[src/include/cache_defs.svh]
// cache geometry and address map macros
// derived set, block and tag field widths
`ifndef CACHE_DEFS_SVH
`define CACHE_DEFS_SVH

// data word width in bits
`define WORD_W          32
// total data capacity in bytes
`define CACHE_BYTES     256
// words per block
`define BLOCK_WORDS     2
// addresses from here up bypass the cache
`define NONCACHE_START  32'hF000_0000

// derived geometry, one frame per set
`define N_SETS      (`CACHE_BYTES / (`BLOCK_WORDS * `WORD_W / 8))
`define SET_BITS    ($clog2(`N_SETS))
`define BLOCK_BITS  ($clog2(`BLOCK_WORDS))
`define TAG_BITS    (`WORD_W - `SET_BITS - `BLOCK_BITS - 2)

`endif

[src/source/cache_types_pkg.sv]
// cache geometry types
// address decode, stored frame layout and controller states
`include "cache_defs.svh"

package cache_types_pkg;

    typedef logic [`WORD_W-1:0]     word_t;
    typedef word_t [`BLOCK_WORDS-1:0] block_t;
    typedef logic [`TAG_BITS-1:0]   tag_bits_t;
    typedef logic [`SET_BITS-1:0]   set_idx_t;
    typedef logic [`BLOCK_BITS-1:0] block_off_t;
    typedef logic [3:0]             byte_en_t;

    // processor address split into cache fields
    typedef struct packed {
        tag_bits_t  tag;
        set_idx_t   set_idx;
        block_off_t offset;
        logic [1:0] byte_bits;
    } decoded_addr_t;

    typedef struct packed {
        logic      valid;
        logic      dirty;
        tag_bits_t tag;
    } frame_tag_t;

    typedef struct packed {
        frame_tag_t tag;
        block_t     data;
    } frame_t;

    typedef enum logic [2:0] {
        IDLE, HIT, FETCH, WB, FLUSH_CACHE
    } cache_state_t;

endpackage

[src/source/bus_types_pkg.sv]
// processor and memory bus request and response structs
package bus_types_pkg;
    import cache_types_pkg::*;

    // processor side, one word per access
    typedef struct packed {
        logic     ren;
        logic     wen;
        word_t    addr;
        word_t    wdata;
        byte_en_t byte_en;
    } proc_req_t;

    typedef struct packed {
        logic  busy;
        word_t rdata;
    } proc_rsp_t;

    // memory side moves whole blocks
    typedef struct packed {
        logic     ren;
        logic     wen;
        word_t    addr;
        block_t   wdata;
        byte_en_t byte_en;
    } mem_req_t;

    typedef struct packed {
        logic   busy;
        block_t rdata;
    } mem_rsp_t;

endpackage

[src/source/cache_array.sv]
// frame storage for the direct-mapped cache
// combinational read, bit-masked synchronous write
`include "cache_defs.svh"

module cache_array (
    input  logic                      CLK,
    input  logic                      nRST,
    input  cache_types_pkg::set_idx_t sel,
    input  logic                      wen,
    input  cache_types_pkg::frame_t   wdata,
    input  cache_types_pkg::frame_t   wmask,
    output cache_types_pkg::frame_t   rdata
);
    import cache_types_pkg::*;

    frame_t frames [`N_SETS];

    // mask bit low means take the new bit
    always_ff @(posedge CLK) begin
        if (wen) begin
            frames[sel] <= (frames[sel] & wmask) | (wdata & ~wmask);
        end
    end

    assign rdata = frames[sel];

    // writes must land on an existing set
    a_sel_in_range: assert property (@(posedge CLK) disable iff (!nRST)
        wen |-> (sel < `N_SETS));

endmodule

[src/source/flush_walker.sv]
// set counter shared by the reset clear and the flush
// finish is registered and held until restart
`include "cache_defs.svh"

module flush_walker (
    input  logic                      CLK,
    input  logic                      nRST,
    input  logic                      step,
    input  logic                      restart,
    output cache_types_pkg::set_idx_t set_num,
    output logic                      finish
);
    import cache_types_pkg::*;

    always_ff @(posedge CLK, negedge nRST) begin
        if (!nRST) begin
            set_num <= '0;
            finish  <= 1'b0;
        end else if (restart) begin
            set_num <= '0;
            finish  <= 1'b0;
        end else if (step) begin
            // wrap past the last set
            if (set_num == set_idx_t'(`N_SETS - 1)) begin
                set_num <= '0;
                finish  <= 1'b1;
            end else begin
                set_num <= set_num + 1'b1;
            end
        end
    end

    a_step_restart_excl: assert property (@(posedge CLK) disable iff (!nRST)
        !(step && restart));

endmodule

[src/source/byte_lanes.sv]
// byte-enable handling for the processor word
// hit write data and mask, fill merge, pass-through lanes
module byte_lanes (
    input  bus_types_pkg::proc_req_t    req,
    input  cache_types_pkg::block_off_t offset,
    input  cache_types_pkg::block_t     fill,
    output cache_types_pkg::block_t     hit_data,
    output cache_types_pkg::block_t     hit_mask,
    output cache_types_pkg::block_t     fill_data,
    output cache_types_pkg::word_t      pt_wdata
);
    import cache_types_pkg::*;

    always_comb begin
        hit_data         = '0;
        hit_mask         = '1;
        fill_data        = fill;
        pt_wdata         = '0;
        // word lands in the slot picked by the block bits
        hit_data[offset] = req.wdata;

        for (int i = 0; i < 4; i++) begin
            if (req.byte_en[i]) begin
                // open this byte for the hit write
                hit_mask[offset][i*8 +: 8] = 8'h00;
                pt_wdata[i*8 +: 8]         = req.wdata[i*8 +: 8];
                // write miss overlays its bytes on the fetched block
                if (req.wen) begin
                    fill_data[offset][i*8 +: 8] = req.wdata[i*8 +: 8];
                end
            end
        end
    end

endmodule

[src/source/cache_controller.sv]
// direct-mapped write-back cache controller
// hit detection, pass-through, victim write-back, fill and flush sequencing
`include "cache_defs.svh"

module cache_controller (
    input  logic                      CLK,
    input  logic                      nRST,
    input  logic                      flush,
    output logic                      flush_done,
    input  bus_types_pkg::proc_req_t  proc_req,
    output bus_types_pkg::proc_rsp_t  proc_rsp,
    output bus_types_pkg::mem_req_t   mem_req,
    input  bus_types_pkg::mem_rsp_t   mem_rsp,
    output cache_types_pkg::set_idx_t sel,
    output logic                      wen,
    output cache_types_pkg::frame_t   wdata,
    output cache_types_pkg::frame_t   wmask,
    input  cache_types_pkg::frame_t   rdata,
    output logic                      step,
    output logic                      restart,
    input  cache_types_pkg::set_idx_t set_num,
    input  logic                      finish,
    input  cache_types_pkg::block_t   hit_data,
    input  cache_types_pkg::block_t   hit_mask,
    input  cache_types_pkg::block_t   fill_data,
    input  cache_types_pkg::word_t    pt_wdata
);
    import cache_types_pkg::*;

    cache_state_t  state, next_state;
    decoded_addr_t dec, miss_addr;
    logic          miss_load;
    logic          flush_req, flush_pend;
    logic          hit, pass_through, access, line_dirty;

    assign dec          = decoded_addr_t'(proc_req.addr);
    assign pass_through = proc_req.addr >= `NONCACHE_START;
    assign access       = proc_req.ren || proc_req.wen;
    assign hit          = !pass_through && rdata.tag.valid && (rdata.tag.tag == dec.tag);
    assign line_dirty   = rdata.tag.valid && rdata.tag.dirty;
    assign flush_pend   = flush || flush_req;

    always_ff @(posedge CLK, negedge nRST) begin
        if (!nRST) begin
            state     <= IDLE;
            flush_req <= 1'b0;
        end else begin
            state     <= next_state;
            // kept from the pulse until the flush is served
            flush_req <= flush_pend && !flush_done;
        end
    end

    always_ff @(posedge CLK) begin
        if (miss_load) begin
            miss_addr <= dec;
        end
    end

    // set select: walker, pending miss or live request
    always_comb begin
        case (state)
            IDLE, FLUSH_CACHE: sel = set_num;
            WB, FETCH:         sel = miss_addr.set_idx;
            default:           sel = dec.set_idx;
        endcase
    end

    always_comb begin
        next_state      = state;
        wen             = 1'b0;
        wdata           = '0;
        wmask           = '1;
        step            = 1'b0;
        restart         = 1'b0;
        flush_done      = 1'b0;
        miss_load       = 1'b0;
        proc_rsp.busy   = 1'b1;
        proc_rsp.rdata  = '0;
        mem_req.ren     = 1'b0;
        mem_req.wen     = 1'b0;
        mem_req.addr    = '0;
        mem_req.wdata   = '0;
        mem_req.byte_en = '1;

        case (state)
            IDLE: begin
                // zero one set per cycle after reset
                if (finish) begin
                    restart    = 1'b1;
                    next_state = HIT;
                end else begin
                    wen   = 1'b1;
                    wmask = '0;
                    step  = 1'b1;
                end
            end
            HIT: begin
                if (pass_through && access) begin
                    // word rides in its own slot of the block
                    mem_req.ren               = proc_req.ren;
                    mem_req.wen               = proc_req.wen;
                    mem_req.addr              = proc_req.addr;
                    mem_req.byte_en           = proc_req.byte_en;
                    mem_req.wdata[dec.offset] = pt_wdata;
                    proc_rsp.busy             = mem_rsp.busy;
                    proc_rsp.rdata            = mem_rsp.rdata[dec.offset];
                end else if (flush_pend) begin
                    next_state = FLUSH_CACHE;
                end else if (proc_req.ren && hit) begin
                    proc_rsp.busy  = 1'b0;
                    proc_rsp.rdata = rdata.data[dec.offset];
                end else if (proc_req.wen && hit) begin
                    proc_rsp.busy   = 1'b0;
                    wen             = 1'b1;
                    wdata.data      = hit_data;
                    wmask.data      = hit_mask;
                    wdata.tag.dirty = 1'b1;
                    wmask.tag.dirty = 1'b0;
                end else if (access) begin
                    miss_load  = 1'b1;
                    next_state = line_dirty ? WB : FETCH;
                end
            end
            WB: begin
                // evict the old block to its own address
                mem_req.wen   = 1'b1;
                mem_req.addr  = {rdata.tag.tag, miss_addr.set_idx, block_off_t'(0), 2'b00};
                mem_req.wdata = rdata.data;
                if (!mem_rsp.busy) begin
                    wen             = 1'b1;
                    wmask.tag.dirty = 1'b0;
                    next_state      = FETCH;
                end
            end
            FETCH: begin
                mem_req.ren  = 1'b1;
                mem_req.addr = {miss_addr.tag, miss_addr.set_idx, block_off_t'(0), 2'b00};
                if (!mem_rsp.busy) begin
                    wen             = 1'b1;
                    wmask           = '0;
                    wdata.tag.valid = 1'b1;
                    // a merged write miss leaves the line dirty
                    wdata.tag.dirty = proc_req.wen;
                    wdata.tag.tag   = miss_addr.tag;
                    wdata.data      = fill_data;
                    next_state      = HIT;
                end
            end
            FLUSH_CACHE: begin
                if (finish) begin
                    flush_done = 1'b1;
                    restart    = 1'b1;
                    next_state = HIT;
                end else if (line_dirty) begin
                    mem_req.wen   = 1'b1;
                    mem_req.addr  = {rdata.tag.tag, set_num, block_off_t'(0), 2'b00};
                    mem_req.wdata = rdata.data;
                    if (!mem_rsp.busy) begin
                        wen   = 1'b1;
                        wmask = '0;
                        step  = 1'b1;
                    end
                end else begin
                    // clean or empty, just clear it
                    wen   = 1'b1;
                    wmask = '0;
                    step  = 1'b1;
                end
            end
            default: next_state = IDLE;
        endcase
    end

    a_mem_single_strobe: assert property (@(posedge CLK) disable iff (!nRST)
        !(mem_req.ren && mem_req.wen));

endmodule

[src/source/l1_cache.sv]
// L1 data cache top level
// controller, frame array, set walker and byte lanes
`include "cache_defs.svh"

module l1_cache (
    input  logic                     CLK,
    input  logic                     nRST,
    input  logic                     flush,
    output logic                     flush_done,
    input  bus_types_pkg::proc_req_t proc_req,
    output bus_types_pkg::proc_rsp_t proc_rsp,
    output bus_types_pkg::mem_req_t  mem_req,
    input  bus_types_pkg::mem_rsp_t  mem_rsp
);
    import cache_types_pkg::*;

    set_idx_t arr_sel, walk_set;
    logic     arr_wen, walk_step, walk_restart, walk_finish;
    frame_t   arr_wdata, arr_wmask, arr_rdata;
    block_t   lane_hit_data, lane_hit_mask, lane_fill_data;
    word_t    lane_pt_wdata;

    cache_controller ctrl (
        .CLK(CLK), .nRST(nRST), .flush(flush), .flush_done(flush_done),
        .proc_req(proc_req), .proc_rsp(proc_rsp), .mem_req(mem_req), .mem_rsp(mem_rsp),
        .sel(arr_sel), .wen(arr_wen), .wdata(arr_wdata), .wmask(arr_wmask),
        .rdata(arr_rdata), .step(walk_step), .restart(walk_restart),
        .set_num(walk_set), .finish(walk_finish), .hit_data(lane_hit_data),
        .hit_mask(lane_hit_mask), .fill_data(lane_fill_data), .pt_wdata(lane_pt_wdata)
    );

    cache_array array (
        .CLK(CLK), .nRST(nRST), .sel(arr_sel), .wen(arr_wen),
        .wdata(arr_wdata), .wmask(arr_wmask), .rdata(arr_rdata)
    );

    flush_walker walker (
        .CLK(CLK), .nRST(nRST), .step(walk_step), .restart(walk_restart),
        .set_num(walk_set), .finish(walk_finish)
    );

    // word offset comes straight from the block bits of the request
    byte_lanes lanes (
        .req(proc_req), .offset(proc_req.addr[`BLOCK_BITS+1:2]), .fill(mem_rsp.rdata),
        .hit_data(lane_hit_data), .hit_mask(lane_hit_mask),
        .fill_data(lane_fill_data), .pt_wdata(lane_pt_wdata)
    );

endmodule

[config.mk]
export PLATFORM = sky130hd
export DESIGN_NAME = l1_cache
export DESIGN_NICKNAME = d
export VERILOG_FILES = /design/src/source/cache_types_pkg.sv /design/src/source/bus_types_pkg.sv /design/src/source/cache_array.sv /design/src/source/flush_walker.sv /design/src/source/byte_lanes.sv /design/src/source/cache_controller.sv /design/src/source/l1_cache.sv
export VERILOG_INCLUDE_DIRS = /design/src /design/src/include
export SDC_FILE = /design/constraint.sdc
export NUM_CORES = 2
export LEC_CHECK = 0
export BUFFER_PORTS_ARGS = -buffer_cell sky130_fd_sc_hd__buf_2
export CAP_MARGIN = 20
export CORE_MARGIN = 3
export CORE_UTILIZATION = 35
export CTS_CLUSTER_SIZE = 40
export DETAILED_ROUTE_END_ITERATION = 6
export PLACE_DENSITY = 0.5
export SYNTH_ARGS = -nofsm -noshare
export SYNTH_HDL_FRONTEND = slang
export SYNTH_SLANG_ARGS = --single-unit
[constraint.sdc]
create_clock -name CLK -period 16.7 [get_ports CLK]
set_input_delay 2.505 -clock CLK [delete_from_list [all_inputs] [get_ports CLK]]
set_output_delay 2.505 -clock CLK [all_outputs]
set_load 0.1 [all_outputs]
==> impl_metrics.ini <==
[floorplan]
rows = 210
fp.dieH_um = 580
ioPinCount = 274
start_util = 0.352
core_area_um2 = 328000
dieWidth_um = 580
fp.dieArea_um2 = 337000

[grt]
grt_overflow_total = 0
grt_max_degree = 150
grt_first_pass_wirelength_um = 528000
grt_pass1_vias = 62500
top_usage_layer = met2
antenna_found_initial = 20
use_met3 = 0.0325
grt_util_met2 = 0.362
use_met1 = 0.311
grt.total_usage = 0.224

[placed_design]
place.port_buffers = 273
dp.cells = 10200
gp_congestion = 0.823
dp_hpwl_um = 202000

[worst_setup_path]
cp-startpoint = proc_req[39]
critical_path_class = input port to primary output
reg2reg_to = array.frames[21][31]
cp_slowest_cell = or4_2
rr_worst_depth = 16
rrSetupSlack_ps = 7200
cp-start-kind = input port
r2r_start = ctrl.state[1]
end_kind = primary output
path_cells = buf_2 -> a222oi_1 -> buf_12 -> buf_12 -> mux2i_1 -> a22oi_1 -> nand4_1 -> nor2_1 -> xor2_1 -> buf_4 -> nor3_1 -> nand3_1 -> or4_2 -> buf_4 -> o22ai_1 -> buf_2
cp.arrival_ps = 8860
crit_path_max_incr_delay_ps = 840
worstPathMaxFanout = 116
cp_data_required_time_ps = 14200

[clocking]
cts_root_buf = clkbuf_16
cts_tree = done
cts_resized = 0
clock_latency_ps = 930
post_cts_buffers = 0
clkSinkCount = 2919
cts-htree-levels = 5
clk_pin_slew_ps = 60
cts.hold.buffers_added = 0
cts_inserted_buffers = 316
cts_buffer_depth = 4

[layout]
nets = 6282
mostFrequentLayoutCells = 2909 x edfxtp_1, 512 x mux4_2, 486 x a22oi_1, 483 x mux2i_1, 317 x clkbuf_16
final_util = 0.407
layout_commonest_cell = edfxtp_1
area_delta_synth_final_pct = 15.6
drive_above_1_share = 0.246
fillCellCount = 28900
fin_cells = 10800

[sta]
period_minus_slack_ps = 11360
rsz0062_at_grt = false
fin_crit_sh = 0.680
clock.fmax_ghz = 0.0880
slew_headroom = 0.0668
setup_tns_ps = 0
report.final.slew_viol_count = 0
hold_violations = 0
tightest_slew_ps = 1400
fin_skew_ps = 86.5
setup_viol = 0

[synth]
synthSimpleGateAreaFrac = 0.0253
syn_avg_cell_area_um2 = 20.3
synth-xor-area-share = 0.000228
synth_ff_type = edfxtp_1
synthCells = 5674
syn_nets = 5814
synth_seq_cells = 2919
synth-async-reset-ratio = 0.00343
synth-edff-count = 2909
synth_top_family_by_area = multiplexers
synth_adder_area_share = 0.000217
synth-compound-area-share = 0.0539
ys_warn_count = 0
seq_area_frac_synth = 0.759
synth.area.mux_share = 0.147
ys_types = 63
synth_area_um2 = 115000

[power_and_ir_drop]
p_leak_nw = 43.9
finalPower_mw = 31.0
ir_drop_v = 0.000211
power.density_nw_per_um2 = 232

[detailed_routing]
drt_wl_total_um = 387000
ant_nets = 0
via_per_inst = 5.90
num_vias = 63400
firstDrtPassIters = 7
wl_per_cell_um = 36.0
drtIter0Drc = 7777
drc = 0

[outcome]
status = completed

[min_path]
min_to = ctrl.flush_req
hold_depth = 2
hp-class = register to register
hp-start = ctrl.flush_req

[flow_run]
max_cap_viol_count = 0
-- registers in the layout, summed over array words and instances, names as in the netlist --
| signal | flops |
|---|---|
| ctrl.flush_req | 1 |
| ctrl.miss_addr | 29 |
| array.frames | 2880 |
| walker.set_num | 5 |
| ctrl.state | 3 |
| walker.finish | 1 |
-- cells by family (layout without fill, tap and decap cells) --
logic type,after synthesis,after routing
AO/OA/AOI/OAI,833,833
XOR/XNOR,3,3
flip-flops,2919,2919
AND/OR/NAND/NOR,493,493
multiplexers,1044,1044
adder cells (fa/ha/maj),2,2
other,0,13
buffers and inverters,380,1100
-- through the flow --
step | hold WS [ps] | setup slack [ps] | area (um^2)
3_3_place_gp | 593 | 5440 | 123000
3_5_place_dp | 587 | 5400 | 123000
2_1_floorplan | 526 | 1980 | 115000
5_1_grt | 631 | 5040 | 133000
6_report | 594 | 5340 | 133000
4_1_cts | 603 | 5370 | 133000
-- layer usage --
| layer | wire length, um | part of all wire |
|---|---|---|
| met3 | 26300 | 0.068 |
| met5 | 7 | 0.000018 |
| met1 | 162000 | 0.42 |
| met4 | 13900 | 0.036 |
| met2 | 185000 | 0.48 |
-- area by class of cell --
class	count	area, um^2	share of cell area
clock inverters	199	1910	0.0143
multi-input cells	2375	26600	0.200
repair buffers	495	3520	0.0264
well taps	4346	5440	0.0408
flip-flops and latches	2919	87600	0.657
diodes	13	32.5	0.000244
clock buffers	371	8110	0.0608
inverters	35	131	0.000985
-- worst max-delay path, delay by kind of cell --
| kind | cells | cell delay (ps) |
|---|---|---|
| AO/OA/AOI/OAI | 3 | 1250 |
| XOR/XNOR | 1 | 150 |
| buffers and inverters | 6 | 2580 |
| multiplexers | 1 | 210 |
| AND/OR/NAND/NOR | 5 | 1840 |
-- Yosys cell counts (25+ instances only) --
library cell | instances | area (um^2)
edfxtp_1 | 2909 | 87400
mux4_2 | 512 | 11500
a22oi_1 | 486 | 3650
mux2i_1 | 483 | 4830
clkbuf_1 | 192 | 721
nand4_1 | 156 | 976
buf_2 | 100 | 500
a22o_1 | 88 | 771
nand2_1 | 81 | 304
o21ai_0 | 74 | 370
and3_1 | 58 | 363
a31oi_1 | 56 | 350
nor2_1 | 50 | 188
o22ai_1 | 48 | 300
nor4_1 | 47 | 294
mux2_2 | 41 | 462
inv_1 | 34 | 128
buf_1 | 26 | 97.6
buf_4 | 25 | 188
-- where the power goes --
| part | total, mW | leakage (nW) | switching, mW | internal [mW] |
|---|---|---|---|---|
| logic | 11.9 | 12.3 | 8.48 | 3.41 |
| clock network | 6.84 | 4.86 | 2.95 | 3.89 |
| registers | 12.3 | 26.7 | 0.195 | 12.1 |
| total | 31.0 | 43.9 | 11.6 | 19.4 |
-- worst max path at each step --
stage	to
after floorplan	array.frames[0][0]
after global placement	proc_rsp[8]
after detailed placement	proc_rsp[8]
after CTS	proc_rsp[27]
after global routing	proc_rsp[27]
final	proc_rsp[27]
Note: power is estimated with default switching activity, not from simulation.
